--- src/common/rob_pkg.sv ---
/*
 * Shared sizes, ids and the exception encoding for the reorder buffer.
 * Imported by every RTL block and by the testbench reference model.
 */

package rob_pkg;

  // --------------------------------------------------------------------
  // sizing
  // --------------------------------------------------------------------
  localparam int DISP_SIZE      = 4;   // slots per dispatch group
  localparam int CMT_ENTRY_SIZE = 8;   // groups held in flight
  localparam int CMT_ENTRY_W    = $clog2(CMT_ENTRY_SIZE);
  localparam int CMT_BUS_SIZE   = 2;   // done report ports

  localparam int VADDR_W    = 32;
  localparam int INST_BYTES = 4;       // pc step between slots

  // --------------------------------------------------------------------
  // ids and masks
  // --------------------------------------------------------------------

  // wrap bit on top, entry index below
  typedef logic [CMT_ENTRY_W:0] cmt_id_t;

  // one bit per slot of a group
  typedef logic [DISP_SIZE-1:0] grp_id_t;

  typedef logic [VADDR_W-1:0] vaddr_t;

  // must hold CMT_ENTRY_SIZE itself
  typedef logic [CMT_ENTRY_W:0] credit_t;

  // --------------------------------------------------------------------
  // exception causes
  // --------------------------------------------------------------------
  // values follow the risc-v mcause numbering
  typedef enum logic [3:0] {
    EXC_NONE        = 4'd0,
    INST_ACC_FAULT  = 4'd1,
    ILLEGAL_INST    = 4'd2,
    LOAD_ACC_FAULT  = 4'd5,
    STORE_ACC_FAULT = 4'd7,
    ECALL           = 4'd8
  } except_t;

endpackage

--- src/rtl/oh_select.sv ---
/*
 * AND-OR multiplexer for a one-hot select, payload given by type parameter T.
 * An all-zero select returns zero.
 */

`timescale 1ns/1ps

module oh_select #(
  parameter type T     = logic,
  parameter int  WORDS = 4
) (
  input  logic [WORDS-1:0] i_oh,
  input  T                 i_data [WORDS],
  output T                 o_selected
);

  logic [$bits(T)-1:0] w_acc;

  always_comb begin
    w_acc = '0;
    for (int w = 0; w < WORDS; w++) begin
      w_acc = w_acc | (i_data[w] & {$bits(T){i_oh[w]}});
    end
  end

  assign o_selected = T'(w_acc);  // back to payload type

endmodule

--- src/rob/rob_ptr.sv ---
/*
 * Dispatch (in) and commit (out) pointers of the reorder buffer.
 * Equal pointers mean empty; same index with differing wrap bits means full.
 */

`timescale 1ns/1ps

module rob_ptr
  import rob_pkg::*;
(
  input  logic    i_clk,
  input  logic    i_reset_n,
  input  logic    i_in_valid,   // group dispatched this cycle
  input  logic    i_out_valid,  // oldest group retired this cycle
  output cmt_id_t o_in_ptr,
  output cmt_id_t o_out_ptr
);

  // step one entry, toggling the wrap bit past the last index
  function automatic cmt_id_t next_ptr(input cmt_id_t ptr);
    cmt_id_t nxt;
    if (ptr[CMT_ENTRY_W-1:0] == CMT_ENTRY_W'(CMT_ENTRY_SIZE - 1)) begin
      nxt = {~ptr[CMT_ENTRY_W], {CMT_ENTRY_W{1'b0}}};
    end else begin
      nxt = ptr + 1'b1;
    end
    return nxt;
  endfunction

  always_ff @(posedge i_clk or negedge i_reset_n) begin
    if (!i_reset_n) begin
      o_in_ptr  <= '0;
      o_out_ptr <= '0;
    end else begin
      if (i_in_valid) begin
        o_in_ptr <= next_ptr(o_in_ptr);
      end
      if (i_out_valid) begin
        o_out_ptr <= next_ptr(o_out_ptr);
      end
    end
  end

endmodule

--- src/rob/rob_entry.sv ---
/*
 * One reorder buffer entry: holds a dispatch group and tracks done,
 * exception and dead state per slot until the group commits.
 */

`timescale 1ns/1ps

module rob_entry
  import rob_pkg::*;
#(
  parameter int ENTRY_IDX = 0
) (
  input  logic    i_clk,
  input  logic    i_reset_n,

  input  logic    i_load_valid,
  input  logic    i_in_wrap,
  input  grp_id_t i_disp_grp_id,
  input  vaddr_t  i_disp_pc,
  input  grp_id_t i_disp_except_valid,
  input  except_t i_disp_except_type [DISP_SIZE],

  input  logic    i_done_valid        [CMT_BUS_SIZE],
  input  cmt_id_t i_done_cmt_id       [CMT_BUS_SIZE],
  input  grp_id_t i_done_grp_id       [CMT_BUS_SIZE],
  input  logic    i_done_except_valid [CMT_BUS_SIZE],
  input  except_t i_done_except_type  [CMT_BUS_SIZE],

  input  logic    i_kill,
  input  logic    i_commit_finish,

  output logic    o_valid,
  output grp_id_t o_grp_id,
  output grp_id_t o_done_grp_id,
  output grp_id_t o_except_valid,
  output except_t o_except_type [DISP_SIZE],
  output grp_id_t o_dead,
  output vaddr_t  o_pc,
  output logic    o_all_done
);

  logic    r_valid;
  logic    r_wrap;
  grp_id_t r_grp_id;
  grp_id_t r_done;
  grp_id_t r_except_valid;
  except_t r_except_type [DISP_SIZE];
  grp_id_t r_dead;
  vaddr_t  r_pc;

  cmt_id_t                 w_my_id;
  logic [CMT_BUS_SIZE-1:0] w_done_hit;
  grp_id_t                 w_done_set;
  grp_id_t                 w_exc_set;
  grp_id_t                 w_disp_exc;

  assign w_my_id    = {r_wrap, CMT_ENTRY_W'(ENTRY_IDX)};
  assign w_disp_exc = i_disp_except_valid & i_disp_grp_id;  // done on entry

  // --------------------------------------------------------------------
  // done report decode
  // --------------------------------------------------------------------
  always_comb begin
    w_done_set = '0;
    w_exc_set  = '0;
    for (int p = 0; p < CMT_BUS_SIZE; p++) begin
      w_done_hit[p] = r_valid & i_done_valid[p] & (i_done_cmt_id[p] == w_my_id);
      if (w_done_hit[p]) begin
        w_done_set = w_done_set | i_done_grp_id[p];
        if (i_done_except_valid[p]) begin
          w_exc_set = w_exc_set | i_done_grp_id[p];
        end
      end
    end
  end

  // --------------------------------------------------------------------
  // per-slot state
  // --------------------------------------------------------------------
  always_ff @(posedge i_clk or negedge i_reset_n) begin
    if (!i_reset_n) begin
      r_valid        <= 1'b0;
      r_done         <= '0;
      r_except_valid <= '0;
      r_dead         <= '0;
    end else if (i_load_valid) begin
      r_valid <= 1'b1;
      if (i_kill) begin             // dispatched inside a flush window
        r_done         <= i_disp_grp_id;
        r_except_valid <= '0;
        r_dead         <= i_disp_grp_id;
      end else begin
        r_done         <= w_disp_exc;
        r_except_valid <= w_disp_exc;
        r_dead         <= '0;
      end
    end else if (i_commit_finish) begin
      r_valid        <= 1'b0;
      r_done         <= '0;
      r_except_valid <= '0;
      r_dead         <= '0;
    end else if (r_valid && i_kill) begin
      // younger than a flushing commit, retire as all dead
      r_done         <= r_grp_id;
      r_except_valid <= '0;
      r_dead         <= r_grp_id;
    end else begin
      r_done         <= r_done | w_done_set;
      r_except_valid <= r_except_valid | (w_exc_set & ~r_dead);
    end
  end

  always_ff @(posedge i_clk) begin
    if (i_load_valid) begin
      r_wrap        <= i_in_wrap;
      r_grp_id      <= i_disp_grp_id;
      r_pc          <= i_disp_pc;
      r_except_type <= i_disp_except_type;
    end else begin
      for (int d = 0; d < DISP_SIZE; d++) begin
        for (int p = 0; p < CMT_BUS_SIZE; p++) begin
          if (w_done_hit[p] && i_done_except_valid[p] && i_done_grp_id[p][d]) begin
            r_except_type[d] <= i_done_except_type[p];
          end
        end
      end
    end
  end

  assign o_valid        = r_valid;
  assign o_grp_id       = r_grp_id;
  assign o_done_grp_id  = r_done;
  assign o_except_valid = r_except_valid;
  assign o_except_type  = r_except_type;
  assign o_dead         = r_dead;
  assign o_pc           = r_pc;
  assign o_all_done     = r_valid & ((r_done & r_grp_id) == r_grp_id);

endmodule

--- src/rob/rob_commit.sv ---
/*
 * Commit stage: decides on the oldest entry, selects the first live exception
 * and its pc, builds the dead mask and registers commit and credit outputs.
 */

`timescale 1ns/1ps

module rob_commit
  import rob_pkg::*;
(
  input  logic    i_clk,
  input  logic    i_reset_n,

  // oldest entry
  input  cmt_id_t i_out_ptr,
  input  logic    i_valid,
  input  logic    i_all_done,
  input  grp_id_t i_grp_id,
  input  grp_id_t i_except_valid,
  input  except_t i_except_type [DISP_SIZE],
  input  grp_id_t i_dead,
  input  vaddr_t  i_pc,

  output logic    o_commit_finish,
  output logic    o_flush,

  output logic    o_commit_valid,
  output cmt_id_t o_commit_cmt_id,
  output grp_id_t o_commit_grp_id,
  output grp_id_t o_commit_dead_id,
  output logic    o_commit_except_valid,
  output except_t o_commit_except_type,
  output vaddr_t  o_commit_epc,

  output logic    o_credit_return_valid,
  output credit_t o_credit_return_val
);

  logic    w_commit;
  grp_id_t w_live_exc;
  grp_id_t w_exc_oh;
  grp_id_t w_exc_oh_shl;
  grp_id_t w_upto_exc;
  grp_id_t w_dead_id;
  logic    w_except_valid;
  except_t w_except_type;
  vaddr_t  w_slot_pc [DISP_SIZE];
  vaddr_t  w_epc;

  assign w_commit = i_valid & i_all_done;

  // --------------------------------------------------------------------
  // exception slot and dead mask
  // --------------------------------------------------------------------
  assign w_live_exc = i_except_valid & ~i_dead & i_grp_id;  // dead slots can't raise
  assign w_exc_oh   = w_live_exc & (~w_live_exc + grp_id_t'(1));  // lowest set bit

  // bits 0..k set for excepting slot k; all ones when nothing excepts
  assign w_exc_oh_shl = {w_exc_oh[DISP_SIZE-2:0], 1'b0};
  assign w_upto_exc   = w_exc_oh_shl - grp_id_t'(1);

  assign w_dead_id      = (~w_upto_exc | i_dead) & i_grp_id;
  assign w_except_valid = |w_exc_oh;

  generate
    for (genvar d = 0; d < DISP_SIZE; d++) begin : g_slot_pc
      assign w_slot_pc[d] = i_pc + vaddr_t'(d * INST_BYTES);
    end
  endgenerate

  oh_select #(
    .T     (except_t),
    .WORDS (DISP_SIZE)
  ) u_except_sel (
    .i_oh       (w_exc_oh),
    .i_data     (i_except_type),
    .o_selected (w_except_type)
  );

  oh_select #(
    .T     (vaddr_t),
    .WORDS (DISP_SIZE)
  ) u_epc_sel (
    .i_oh       (w_exc_oh),
    .i_data     (w_slot_pc),
    .o_selected (w_epc)
  );

  // --------------------------------------------------------------------
  // registered outputs
  // --------------------------------------------------------------------
  always_ff @(posedge i_clk or negedge i_reset_n) begin
    if (!i_reset_n) begin
      o_commit_valid        <= 1'b0;
      o_credit_return_valid <= 1'b0;
      o_credit_return_val   <= '0;
    end else begin
      o_commit_valid        <= w_commit;
      o_credit_return_valid <= w_commit;
      o_credit_return_val   <= w_commit ? credit_t'(1) : '0;  // one group per commit
    end
  end

  always_ff @(posedge i_clk) begin
    if (w_commit) begin
      o_commit_cmt_id       <= i_out_ptr;
      o_commit_grp_id       <= i_grp_id;
      o_commit_dead_id      <= w_dead_id;
      o_commit_except_valid <= w_except_valid;
      o_commit_except_type  <= w_except_type;
      o_commit_epc          <= w_epc;
    end
  end

  assign o_commit_finish = w_commit;

  // high in the deciding cycle and the one after
  assign o_flush = (w_commit & w_except_valid) |
                   (o_commit_valid & o_commit_except_valid);

endmodule

--- src/rob/rob_top.sv ---
/*
 * Reorder buffer top: pointers, the circular entry array and the commit stage.
 * The source must hold a credit for every dispatch, there is no back-pressure.
 */

`timescale 1ns/1ps

module rob_top
  import rob_pkg::*;
(
  input  logic    i_clk,
  input  logic    i_reset_n,

  // dispatch
  input  logic    i_disp_valid,
  input  grp_id_t i_disp_grp_id,
  input  vaddr_t  i_disp_pc,
  input  grp_id_t i_disp_except_valid,
  input  except_t i_disp_except_type [DISP_SIZE],
  output cmt_id_t o_new_cmt_id,

  // done reports
  input  logic    i_done_valid        [CMT_BUS_SIZE],
  input  cmt_id_t i_done_cmt_id       [CMT_BUS_SIZE],
  input  grp_id_t i_done_grp_id       [CMT_BUS_SIZE],
  input  logic    i_done_except_valid [CMT_BUS_SIZE],
  input  except_t i_done_except_type  [CMT_BUS_SIZE],

  // commit
  output logic    o_commit_valid,
  output cmt_id_t o_commit_cmt_id,
  output grp_id_t o_commit_grp_id,
  output grp_id_t o_commit_dead_id,
  output logic    o_commit_except_valid,
  output except_t o_commit_except_type,
  output vaddr_t  o_commit_epc,

  // credits back to dispatch
  output logic    o_credit_return_valid,
  output credit_t o_credit_return_val
);

  cmt_id_t                w_in_ptr;
  cmt_id_t                w_out_ptr;
  logic [CMT_ENTRY_W-1:0] w_in_idx;
  logic [CMT_ENTRY_W-1:0] w_out_idx;
  logic                   w_commit_finish;
  logic                   w_flush;

  logic [CMT_ENTRY_SIZE-1:0] w_valid;
  logic [CMT_ENTRY_SIZE-1:0] w_all_done;
  grp_id_t w_grp_id       [CMT_ENTRY_SIZE];
  grp_id_t w_except_valid [CMT_ENTRY_SIZE];
  except_t w_except_type  [CMT_ENTRY_SIZE][DISP_SIZE];
  grp_id_t w_dead         [CMT_ENTRY_SIZE];
  vaddr_t  w_pc           [CMT_ENTRY_SIZE];

  except_t w_out_except_type [DISP_SIZE];

  assign w_in_idx     = w_in_ptr[CMT_ENTRY_W-1:0];
  assign w_out_idx    = w_out_ptr[CMT_ENTRY_W-1:0];
  assign o_new_cmt_id = w_in_ptr;

  rob_ptr u_ptr (
    .i_clk       (i_clk),
    .i_reset_n   (i_reset_n),
    .i_in_valid  (i_disp_valid),
    .i_out_valid (w_commit_finish),
    .o_in_ptr    (w_in_ptr),
    .o_out_ptr   (w_out_ptr)
  );

  // --------------------------------------------------------------------
  // entry array
  // --------------------------------------------------------------------
  generate
    for (genvar c = 0; c < CMT_ENTRY_SIZE; c++) begin : g_entry
      logic w_load;
      logic w_finish;

      assign w_load   = i_disp_valid & (w_in_idx == CMT_ENTRY_W'(c));
      assign w_finish = w_commit_finish & (w_out_idx == CMT_ENTRY_W'(c));

      rob_entry #(
        .ENTRY_IDX (c)
      ) u_entry (
        .i_clk               (i_clk),
        .i_reset_n           (i_reset_n),
        .i_load_valid        (w_load),
        .i_in_wrap           (w_in_ptr[CMT_ENTRY_W]),
        .i_disp_grp_id       (i_disp_grp_id),
        .i_disp_pc           (i_disp_pc),
        .i_disp_except_valid (i_disp_except_valid),
        .i_disp_except_type  (i_disp_except_type),
        .i_done_valid        (i_done_valid),
        .i_done_cmt_id       (i_done_cmt_id),
        .i_done_grp_id       (i_done_grp_id),
        .i_done_except_valid (i_done_except_valid),
        .i_done_except_type  (i_done_except_type),
        .i_kill              (w_flush),
        .i_commit_finish     (w_finish),
        .o_valid             (w_valid[c]),
        .o_grp_id            (w_grp_id[c]),
        .o_done_grp_id       (),
        .o_except_valid      (w_except_valid[c]),
        .o_except_type       (w_except_type[c]),
        .o_dead              (w_dead[c]),
        .o_pc                (w_pc[c]),
        .o_all_done          (w_all_done[c])
      );
    end
  endgenerate

  // oldest entry view
  always_comb begin
    for (int d = 0; d < DISP_SIZE; d++) begin
      w_out_except_type[d] = w_except_type[w_out_idx][d];
    end
  end

  rob_commit u_commit (
    .i_clk                 (i_clk),
    .i_reset_n             (i_reset_n),
    .i_out_ptr             (w_out_ptr),
    .i_valid               (w_valid[w_out_idx]),
    .i_all_done            (w_all_done[w_out_idx]),
    .i_grp_id              (w_grp_id[w_out_idx]),
    .i_except_valid        (w_except_valid[w_out_idx]),
    .i_except_type         (w_out_except_type),
    .i_dead                (w_dead[w_out_idx]),
    .i_pc                  (w_pc[w_out_idx]),
    .o_commit_finish       (w_commit_finish),
    .o_flush               (w_flush),
    .o_commit_valid        (o_commit_valid),
    .o_commit_cmt_id       (o_commit_cmt_id),
    .o_commit_grp_id       (o_commit_grp_id),
    .o_commit_dead_id      (o_commit_dead_id),
    .o_commit_except_valid (o_commit_except_valid),
    .o_commit_except_type  (o_commit_except_type),
    .o_commit_epc          (o_commit_epc),
    .o_credit_return_valid (o_credit_return_valid),
    .o_credit_return_val   (o_credit_return_val)
  );

endmodule

--- config.mk ---
export PLATFORM = sky130hd
export DESIGN_NAME = rob_top
export DESIGN_NICKNAME = d
export VERILOG_FILES = /design/src/common/rob_pkg.sv /design/src/rtl/oh_select.sv /design/src/rob/rob_ptr.sv /design/src/rob/rob_entry.sv /design/src/rob/rob_commit.sv /design/src/rob/rob_top.sv
export SDC_FILE = /design/constraint.sdc
export NUM_CORES = 1
export LEC_CHECK = 0
export BUFFER_PORTS_ARGS = -buffer_cell sky130_fd_sc_hd__buf_4
export CAP_MARGIN = 25
export CORE_MARGIN = 4
export CORE_UTILIZATION = 45
export DETAILED_ROUTE_END_ITERATION = 16
export PLACE_DENSITY = 0.65
export SYNTH_ARGS = -nofsm -noshare
export SYNTH_HDL_FRONTEND = slang
export SYNTH_SLANG_ARGS = --single-unit
--- constraint.sdc ---
create_clock -name i_clk -period 5 [get_ports i_clk]
set_clock_uncertainty 0.15 [all_clocks]
set_input_delay 1 -clock i_clk [delete_from_list [all_inputs] [get_ports i_clk]]
set_output_delay 1 -clock i_clk [all_outputs]
set_load 0.05 [all_outputs]
==> results.md, run 1 <==
Logic synthesis:
- The share of the synthesized area in the top cell type is 48.2%.
- The cell area after technology mapping is 29400 um^2.
- The number of synthesized flops with an enable pin is 473.
- In this run, synthesis produced a sequential element count of approximately 600.
- In the synthesized netlist the dominant register cell turns out to be sky130_fd_sc_hd__edfxtp_1.
- In the post-synthesis netlist, the biggest area contributors are sky130_fd_sc_hd__edfxtp_1 48%, sky130_fd_sc_hd__dfrtp_1 9.6%, sky130_fd_sc_hd__mux4_2 8.6%.
- The count of synthesis-stage warnings from yosys is 0.
- In this run the mean area of a mapped cell was roughly 13 um^2.
- The library cell with the largest summed area after synthesis is sky130_fd_sc_hd__edfxtp_1.
- The number of library cell types mapped by synthesis is between 70 and 80.
- In the synthesized netlist, the number of instances is 2345.
- For this run, asynchronously set or reset flops after synthesis account for between 15 and 20%.
- The share of the Yosys chip area taken by registers is 57.8%.

Placed design:
- The worst slack at placement is about 700 ps.
- The placed instances occupy a cell area of 31600 um^2.
- After legalization and detailed placement, the total HPWL measured 67200 um.
- The number of buffers added on ports is 142.
- The final weighted congestion of routability-driven global placement is between 1 and 1.5.

Worst setup path:
- The capture instance of the worst register-to-register path is u_commit.o_commit_epc[11]$_DFFE_PP_.
- Data on the critical path arrives at its endpoint at 4630 ps.
- Of all nets on the critical path, the largest fanout is 27.
- The data required time of the critical path is 5270 ps.
- The worst register-to-register path begins at u_ptr.o_out_ptr[1]$_DFFE_PN0P_.
- By startpoint and endpoint, the worst setup path is classified as reg -> reg.
- For flop-to-flop paths, the worst setup slack is 640 ps.
- The critical path goes through buf_4 -> mux4_2 -> mux2i_1 -> inv_1 -> ha_1 -> a21oi_1 -> nand2b_1 -> nor2b_1 -> xor2_1 -> o21ai_0.
- The highest cell delay on the worst timing path is 730 ps.
- The dominant delay contributor by cell family on the critical path is multiplexers.
- The critical path runs through a total of 10 cells.
- The number of buffers and inverters on the critical path is 2.
- Measured in cells, the most critical reg-to-reg path has a length of 10.
- The type of destination of the critical path is a register.
- STA classifies the critical path startpoint as a register.
- The slowest stage of the critical path is the sky130_fd_sc_hd__dfrtp_4 cell.

Power and ir drop:
- In this run the static leakage power is between 0.01 and 0.015 uW.
- VDD sags by at most around 0.42 mV.
- Power spread over the standard cell area amounts to approximately 650 nW/um^2.

Timing:
- The count of endpoints failing hold in the final timing report was 0.
- Of the available clock period, the critical path in the final layout requires between 80% and 90%.
- Setup violations remaining at the end of the flow were counted as 0.
- The final max-slew violation count came to 0.
- The clock period minus worst slack is 4360 ps.
- The measured slew at the worst slew-check pin is 1050 ps.
- Setup repair after global routing left no endpoint under its margin.
- The fmax is about 0.23 GHz.
- The tightest hold path in the finished design has a slack of 312 ps.
- The post-layout worst setup margin is between 600 and 700 ps.
- Adding up every negative setup slack in the final design gives 0 ps.
- The headroom to the max-slew limit is 29.6%.

Final layout:
- Summing all non-filler instances in the final layout gives an area of 33900 um^2.
- The commonest non-fill, non-tap cell in the layout is sky130_fd_sc_hd__edfxtp_1.
- The total area of sequential cells is 17000 um^2.
- The count of filler cells inserted in the layout is 5361.
- Compared with the post-synthesis result, the final layout area differs by 15.2%.
- For this run, the post-layout net count is 2587.
- Cells with a size suffix above 1 make up between 20% and 30% of the layout.
- Leaving out fill and tap cells, the most frequent cells in the layout are 473 x sky130_fd_sc_hd__edfxtp_1, 286 x sky130_fd_sc_hd__nand2_1, 230 x sky130_fd_sc_hd__buf_4.
- Summing all multi-input logic gate instances after layout gives 11300 um^2.
- Once layout is complete, the utilization of the core stands at 52.5%.

Floorplanning:
- The total number of placement rows is 93.
- The number of top-level pins is roughly 150.
- The floorplan step defined a core boundary enclosing 64600 um^2.
- The die covers 69600 um^2.
- The initial core utilization is 45.6%.
- The width of the chip is 264 um.
- In this run the vertical extent of the chip is 264 um.

Global routing:
- The maximum number of pins on one net before global-route repair is 75.
- After global routing the overflow that remains totals 0.
- For this run, the total global-route usage over all layers was measured as 27.7%.
- The initial antenna violation count is 4.
- The wire length of the first global-routing pass is between 100000 and 150000 um.
- The number of global-route vias before repair was 21500.

Clock network:
- Buffers added to address setup during post-CTS repair amount to 0.
- The library cell used as clock root buffer is sky130_fd_sc_hd__clkbuf_16.
- In this run the deepest clock path goes through 3 buffers.
- The clock slew at the register clock pins of the worst setup and hold paths is 60 ps.
- The TritonCTS clock tree is done.
- The count of cells resized by post-cts repair is 0.
- The number of clock sinks seen by CTS is 586.
- The number of hold-repair buffers added at the cts stage is 0.
- The number of clock buffers inserted by TritonCTS is 61.
- The clock tree synthesis step divided the H-tree into 2 levels.
- The clock reaches the later pin of the worst-skew pair after 670 ps.

Route:
- After detailed routing, the average wire length per cell comes to 29.0 um.
- The pre-antenna-repair detailed-routing pass consisted of 6 iterations.
- For this block, the routed nets add up to 98500 um of wire.
- Using the TritonRoute via totals, the vias-per-cell ratio works out to around 6.4.
- After the first detailed-routing iteration, the DRC count stood at 2576.
- The final route contains 21700 vias.
- The count of nets left with antenna violations after detail routing is 0.
- The number of remaining DRC errors is 0.

Hold path:
- The path class of the tightest hold or removal check is in -> async.

Run:
- The number of max-capacitance violations reported is 0.

Status:
- The flow ran to the end, and the final reports show no timing, DRC or antenna violations.
[final cells by class]
class                   count  share of cell area, %
inverters                  88                  0.989
diodes                      1                0.00738
repair buffers            237                   5.44
flip-flops and latches    586                   50.3
clock inverters            38                   1.87
multi-input cells        1510                   33.4
well taps                 855                   3.15
clock buffers              78                   4.85
[sequential cells by signal, summed over array words and instances (netlist names), 8 cells and up]
| register | count |
|---|---|
| g_entry.u_entry.o_done_grp_id | 32 |
| g_entry.u_entry.o_except_type | 128 |
| g_entry.u_entry.o_grp_id | 32 |
| u_commit.o_commit_epc | 32 |
| g_entry.u_entry.o_dead | 32 |
| g_entry.u_entry.o_pc | 256 |
| g_entry.u_entry.o_except_valid | 32 |
| g_entry.u_entry.r_wrap | 8 |
| g_entry.u_entry.o_valid | 8 |
[report_power, final]
group / switching (uW) / total (uW) / leakage [uW] / internal [uW]
combinational: 5990 / 9320 / 0.00606 / 3330
clock: 2030 / 5100 / 0.00109 / 3070
sequential: 822 / 7480 / 0.00575 / 6660
[synthesized netlist by cell type (13+ instances only)]
cell / instances
sky130_fd_sc_hd__nand2_1: 286
sky130_fd_sc_hd__dfrtp_1: 113
sky130_fd_sc_hd__a2bb2oi_1: 23
sky130_fd_sc_hd__a21oi_1: 106
sky130_fd_sc_hd__o22ai_1: 71
sky130_fd_sc_hd__inv_1: 85
sky130_fd_sc_hd__mux2_2: 19
sky130_fd_sc_hd__o21ai_1: 19
sky130_fd_sc_hd__mux4_2: 113
sky130_fd_sc_hd__o21ai_0: 210
sky130_fd_sc_hd__nand2b_1: 45
sky130_fd_sc_hd__nor3_1: 32
sky130_fd_sc_hd__ha_1: 16
sky130_fd_sc_hd__and3_1: 23
sky130_fd_sc_hd__nor2_1: 70
sky130_fd_sc_hd__clkbuf_1: 98
sky130_fd_sc_hd__buf_1: 30
sky130_fd_sc_hd__a22oi_1: 21
sky130_fd_sc_hd__edfxtp_1: 473
sky130_fd_sc_hd__xor2_1: 14
sky130_fd_sc_hd__nand3_1: 44
sky130_fd_sc_hd__nand4_1: 13
sky130_fd_sc_hd__mux2i_1: 164
sky130_fd_sc_hd__buf_4: 13
sky130_fd_sc_hd__xnor2_1: 32
[cells by family (layout without fill, tap and decap cells)]
family          Yosys count  after routing  synth area share [%]
flops                   586            586                  57.8
compound gates          567            567                  11.9
buf+inv                 251            441                  3.74
fa+ha+maj                16             16                 0.680
simple gates            579            579                  9.25
mux                     299            299                  15.2
other cells               1              4                0.0127
xor+xnor                 46             46                  1.37
[layer usage]
layer / vias up / wire length (um) / share of wire [%] / global-route usage (%)
met2: 1285 / 46100 / 47 / 44.2
met3: 236 / 9530 / 9.7 / 5.63
met1: 10900 / 38800 / 39 / 37.8
li1: 9277 / - / - / -
met4: 4 / 4040 / 4.1 / 10.4
met5: - / 33 / 0.034 / 0
[stage by stage]
step | instances | power, uW
2_1_floorplan | 2347 | 13400
3_3_place_gp | 3274 | 16600
3_5_place_dp | 3274 | 16700
4_1_cts | 3390 | 21800
5_1_grt | 3393 | 22800
6_report | 3393 | 21900
[worst max-delay path by stage]
stage / to / slack, ps / from
finish: u_commit.o_commit_epc[11]$_DFFE_PP_ / 640 / u_ptr.o_out_ptr[1]$_DFFE_PN0P_
global route: u_commit.o_commit_epc[31]$_DFFE_PP_ / 290 / u_ptr.o_out_ptr[1]$_DFFE_PN0P_
CTS: u_commit.o_commit_epc[11]$_DFFE_PP_ / 670 / u_ptr.o_out_ptr[1]$_DFFE_PN0P_
detailed placement: u_commit.o_commit_epc[11]$_DFFE_PP_ / 700 / u_ptr.o_out_ptr[1]$_DFFE_PN0P_
global placement: u_commit.o_commit_epc[28]$_DFFE_PP_ / 780 / u_ptr.o_out_ptr[2]$_DFFE_PN0P_
floorplan: u_ptr.o_out_ptr[3]$_DFFE_PN0P_ / 380 / u_ptr.o_out_ptr[0]$_DFFE_PN0P_
Power figures use the tool's default switching activity.
==> inputs of run 2 (changes only) <==
--- a/config.mk
+++ b/config.mk
@@ -5,12 +5,13 @@
 export SDC_FILE = /design/constraint.sdc
 export NUM_CORES = 1
 export LEC_CHECK = 0
+export ABC_AREA = 1
 export BUFFER_PORTS_ARGS = -buffer_cell sky130_fd_sc_hd__buf_4
 export CAP_MARGIN = 25
 export CORE_MARGIN = 4
 export CORE_UTILIZATION = 45
 export DETAILED_ROUTE_END_ITERATION = 16
-export PLACE_DENSITY = 0.65
+export PLACE_DENSITY = 0.64
 export SYNTH_ARGS = -nofsm -noshare
 export SYNTH_HDL_FRONTEND = slang
 export SYNTH_SLANG_ARGS = --single-unit
==> run 2 against run 1 <==
Against the previous run: global-route usage up 1.4 points; synthesized area up 5.7%; critical path type unchanged; non-clock buffer count down 34; hold slack lost 24 ps; fmax increased by 5.5%; critical endpoint is now u_commit.o_commit_epc[30]$_DFFE_PP_; highest routed layer unchanged; critical path depth rose by 3; largest power group unchanged; sequential share of layout area fell by 1.7 points.
==> results.md, run 2 <==
Status:
- Run status: complete, no violations (unchanged).

Logic synthesis:
- The post-synthesis sequential element count is 586 (unchanged).
- Commonest cells in the netlist: 924 x sky130_fd_sc_hd__nand2_1, 473 x sky130_fd_sc_hd__edfxtp_1, 352 x sky130_fd_sc_hd__a21oi_1 (was 473 x sky130_fd_sc_hd__edfxtp_1, 286 x sky130_fd_sc_hd__nand2_1, 210 x sky130_fd_sc_hd__o21ai_0).
- The multiplexer fraction of the synthesized cell area is 0% (was 15.2%).
- The largest family of logic cells by synthesized area is simple AND/OR/NAND/NOR gates (was multiplexers).
- The cell area after technology mapping came to 31100 um^2 (was 29400 um^2).
- The number of instances in the synthesized netlist is 3607 (was 2345).
- The area share of fa/ha/maj cells after synthesis is 0.643% (was 0.680%).
- The area fraction in and, or, nand and nor cells after synthesis came to 23.1% (was 9.25%).
- The most used standard cell by instance count after synthesis is sky130_fd_sc_hd__nand2_1 (was sky130_fd_sc_hd__edfxtp_1).
- The library cell with the largest summed area after synthesis is sky130_fd_sc_hd__edfxtp_1 (unchanged).
- The count of synthesis-stage warnings from yosys was 0 (unchanged).
- The synthesized-area fraction occupied by xor and xnor cells is 0.310% (was 1.37%).
- The register area share after synthesis is 54.7% (was 57.8%).
- The average size of a mapped cell is 8.63 um^2 (was 12.6 um^2).
- The share of the synthesized area in the top cell type is 45.6% (was 48.2%).
- The fraction of registers with async set or reset after synthesis is 19.3% (unchanged).
- The compound-cell area share of the yosys netlist was 14.6% (was 11.9%).
- The number of synthesized flops with an enable pin was 473 (unchanged).
- The number of library cell types mapped by synthesis is 55 (was 78).
- Top area cells in the synthesized netlist: sky130_fd_sc_hd__edfxtp_1 46%, sky130_fd_sc_hd__nand2_1 11%, sky130_fd_sc_hd__dfrtp_1 9.1% (was sky130_fd_sc_hd__edfxtp_1 48%, sky130_fd_sc_hd__dfrtp_1 9.6%, sky130_fd_sc_hd__mux4_2 8.6%).
- The prevailing post-synth register cell is sky130_fd_sc_hd__edfxtp_1 (unchanged).

Placed design:
- The area of placed instances is 32900 um^2 (was 31600 um^2).
- The number of buffers added on ports came to 142 (unchanged).
- The final weighted congestion of routability-driven global placement is 0.999 (was 1.01).
- The worst slack at placement is 974 ps (was 699 ps).
- The cell total after placement was 4540 (was 3274).
- The HPWL after detailed placement was 70800 um (was 67200 um).

Worst setup path:
- The type of origin of the critical path is a register (unchanged).
- The highest-delay cell along the critical path is sky130_fd_sc_hd__dfrtp_4 (unchanged).
- The dominant delay contributor by cell family on the critical path is simple AND/OR/NAND/NOR gates (was multiplexers).
- The count of buffer and inverter cells on the critical path is 2 (unchanged).
- The arrival time reported for the critical path endpoint came to 4340 ps (was 4630 ps).
- Among the stages of the critical path, the cell type that occurs most often is sky130_fd_sc_hd__nand2_1.
- The path type of the worst setup path is reg -> reg (unchanged).
- The highest cell delay on the worst timing path came to 730 ps (about the same).
- The biggest fanout along the worst timing path came to 76 (was 27).
- The data required time of the critical path is 5200 ps (was 5270 ps).
- Chain of cells forming the critical path: inv_6 -> buf_4 -> o21ai_0 -> nand2_1 -> nand2_1 -> nand2_1 -> nand2_2 -> nor2_2 -> nand2_1 -> nor2_1 -> nand3_1 -> nand3_1 -> nand3_1 (was buf_4 -> mux4_2 -> mux2i_1 -> inv_1 -> ha_1 -> a21oi_1 -> nand2b_1 -> nor2b_1 -> xor2_1 -> o21ai_0).
- The type of destination of the critical path is a register (unchanged).

Floorplanning:
- The number of top-level pins came to 146 (unchanged).
- The placeable core region was 68600 um^2 (was 64600 um^2).
- The die area was 73400 um^2 (was 69600 um^2).
- The height of the die is 271 um (was 264 um).
- The total number of placement rows was 96 (was 93).
- The width of the chip is 271 um (was 264 um).
- The initial core utilization was 45.4% (was 45.6%).

Hold path:
- The path category of the worst min-delay check is in -> async (unchanged).

Clock network:
- The number of setup buffers added after CTS came to 0 (unchanged).
- The number of clock buffers inserted by TritonCTS came to 67 (was 61).
- The number of hold-repair buffers added at the cts stage is 0 (unchanged).
- The depth of the CTS H-tree is 3 (was 2).
- The clock slew at the register clock pins of the worst setup and hold paths is 60 ps (about the same).
- The library cell used as clock root buffer is sky130_fd_sc_hd__clkbuf_16 (unchanged).
- The number of buffers on the longest clock path is 3 (unchanged).
- The clock latency on the worst-skew pair is 620 ps (was 670 ps).
- The count of cells resized by post-cts repair is 0 (unchanged).
- The number of clock sinks seen by CTS is 586 (unchanged).
- The TritonCTS clock tree is done (unchanged).

Final layout:
- The flip-flop count of the largest register, all copies and words added came to 256 (unchanged).
- The post-route non-filler standard cell count is 4672 (was 3393).
- The layout-stage area growth over the synthesis result was 12.8% (was 15.2%).
- The proportion of layout cells with a drive suffix above 1 is 11.2% (was 20.1%).
- The commonest non-fill, non-tap cell in the layout is sky130_fd_sc_hd__nand2_1 (was sky130_fd_sc_hd__edfxtp_1).
- Most frequent cells in the layout: 924 x sky130_fd_sc_hd__nand2_1, 473 x sky130_fd_sc_hd__edfxtp_1, 352 x sky130_fd_sc_hd__a21oi_1 (was 473 x sky130_fd_sc_hd__edfxtp_1, 286 x sky130_fd_sc_hd__nand2_1, 230 x sky130_fd_sc_hd__buf_4).
- The number of nets in the finished design came to 3787 (was 2587).
- The final design instance area without fill is 35100 um^2 (was 33900 um^2).

Global routing:
- The wire length of the first global-routing pass is 163000 um (was 145000 um).
- The initial antenna violation count came to 6 (was 4).
- The total global routing overflow is 0 (unchanged).
- The number of global-route vias before repair was 25800 (was 21500).
- The maximum number of pins on one net before global-route repair is 114 (was 75).
- The aggregate global-route resource usage was 29.1% (was 27.7%).

Timing:
- The share of the cycle needed by the critical path after routing was 82.7% (was 87.3%).
- The fmax was 0.242 GHz (was 0.229 GHz).
- The headroom to the max-slew limit is 26.8% (was 29.6%).
- The setup violation total in the final timing report is 0 (unchanged).
- The count of endpoints failing hold in the final timing report was 0 (unchanged).
- The worst hold slack is 289 ps (was 312 ps).
- The clock period minus worst slack came to 4140 ps (was 4360 ps).
- The measured slew at the worst slew-check pin is 1100 ps (was 1050 ps).
- The post-layout worst setup margin is 865 ps (was 637 ps).
- Setup repair after global routing missed its margin: false (unchanged).
- The final max-slew violation count is 0 (unchanged).
- The accumulated negative setup slack is 0 ps (unchanged).

Route:
- The detailed-router iteration count before antenna repair is 8 (was 6).
- The total vias in the final route came to 27500 (was 21700).
- The routed length per placed instance is 23.4 um (was 29.0 um).
- The first-iteration detailed-routing DRC count is 3604 (was 2576).
- The count of nets left with antenna violations after detail routing came to 0 (unchanged).
- The total wire length is 109000 um (was 98500 um).
- The ratio of routed vias to standard cells is 5.88 (was 6.41).
- The number of remaining DRC errors was 0 (unchanged).

Power and ir drop:
- The total leakage power came to 0.0144 uW (was 0.0129 uW).
- The power per cell area is 657 nW/um^2 (was 646 nW/um^2).
- The peak supply drop is 0.457 mV (was 0.415 mV).

Run:
- The number of max-capacitance violations reported was 0 (unchanged).
==> run 2: metrics by stage <==
stage                     power [uW]  utilization (%)
final                          23100             51.2
after global placement         18000             47.9
after global routing           24400             51.2
after detailed placement       18100             47.9
after floorplan                14600                -
after CTS                      22900             51.0
==> run 2: layout make-up <==
class                   instances  area [um^2]
diodes                          3         7.51
clock buffers                  91         1860
clock inverters                32          260
fillers                      6458        33500
inverters                     273         1030
multi-input cells            2553        12100
flip-flops and latches        586        17000
well taps                     931         1160
repair buffers                203         1660
==> run 2: worst paths after layout <==
kind,start,end,slack (ps),depth (start not counted)
max,u_ptr.o_out_ptr[0]$_DFFE_PN0P_,u_commit.o_commit_epc[30]$_DFFE_PP_,860,13
max in group asynchronous,i_reset_n,u_ptr.o_out_ptr[1]$_DFFE_PN0P_,3770,2
min,i_reset_n,g_entry[5].u_entry.o_valid$_DFFE_PN0P_,290,2
max reg2reg,u_ptr.o_out_ptr[0]$_DFFE_PN0P_,u_commit.o_commit_epc[30]$_DFFE_PP_,860,13
min in group i_clk,g_entry[2].u_entry.o_dead[0]$_DFFE_PN0P_,g_entry[2].u_entry.o_dead[0]$_DFFE_PN0P_,360,2
min reg2reg,g_entry[2].u_entry.o_dead[0]$_DFFE_PN0P_,g_entry[2].u_entry.o_dead[0]$_DFFE_PN0P_,360,2
==> run 2: cell families (layout without fill, tap and decap cells) <==
family / count (synthesis) / in the layout
fa+ha+maj: 16 / 16
buf+inv: 470 / 599
simple gates: 1697 / 1697
xor+xnor: 11 / 11
other cells: 1 / 6
compound gates: 826 / 826
flops: 586 / 586
==> run 2: per-layer routing <==
layer | vias to the layer above | GRT usage, % | share of wire [%]
met5 | - | 0 | 0.026
met4 | 4 | 12.6 | 4.5
met3 | 314 | 6.69 | 11
met2 | 1611 | 43.8 | 44
met1 | 13000 | 40.5 | 40
li1 | 12600 | - | -
==> run 2: report_power, final <==
| group | internal (uW) | switching, uW |
|---|---|---|
| combinational | 2850 | 8070 |
| sequential | 6710 | 614 |
| clock | 2780 | 2040 |
| total | 12300 | 10700 |
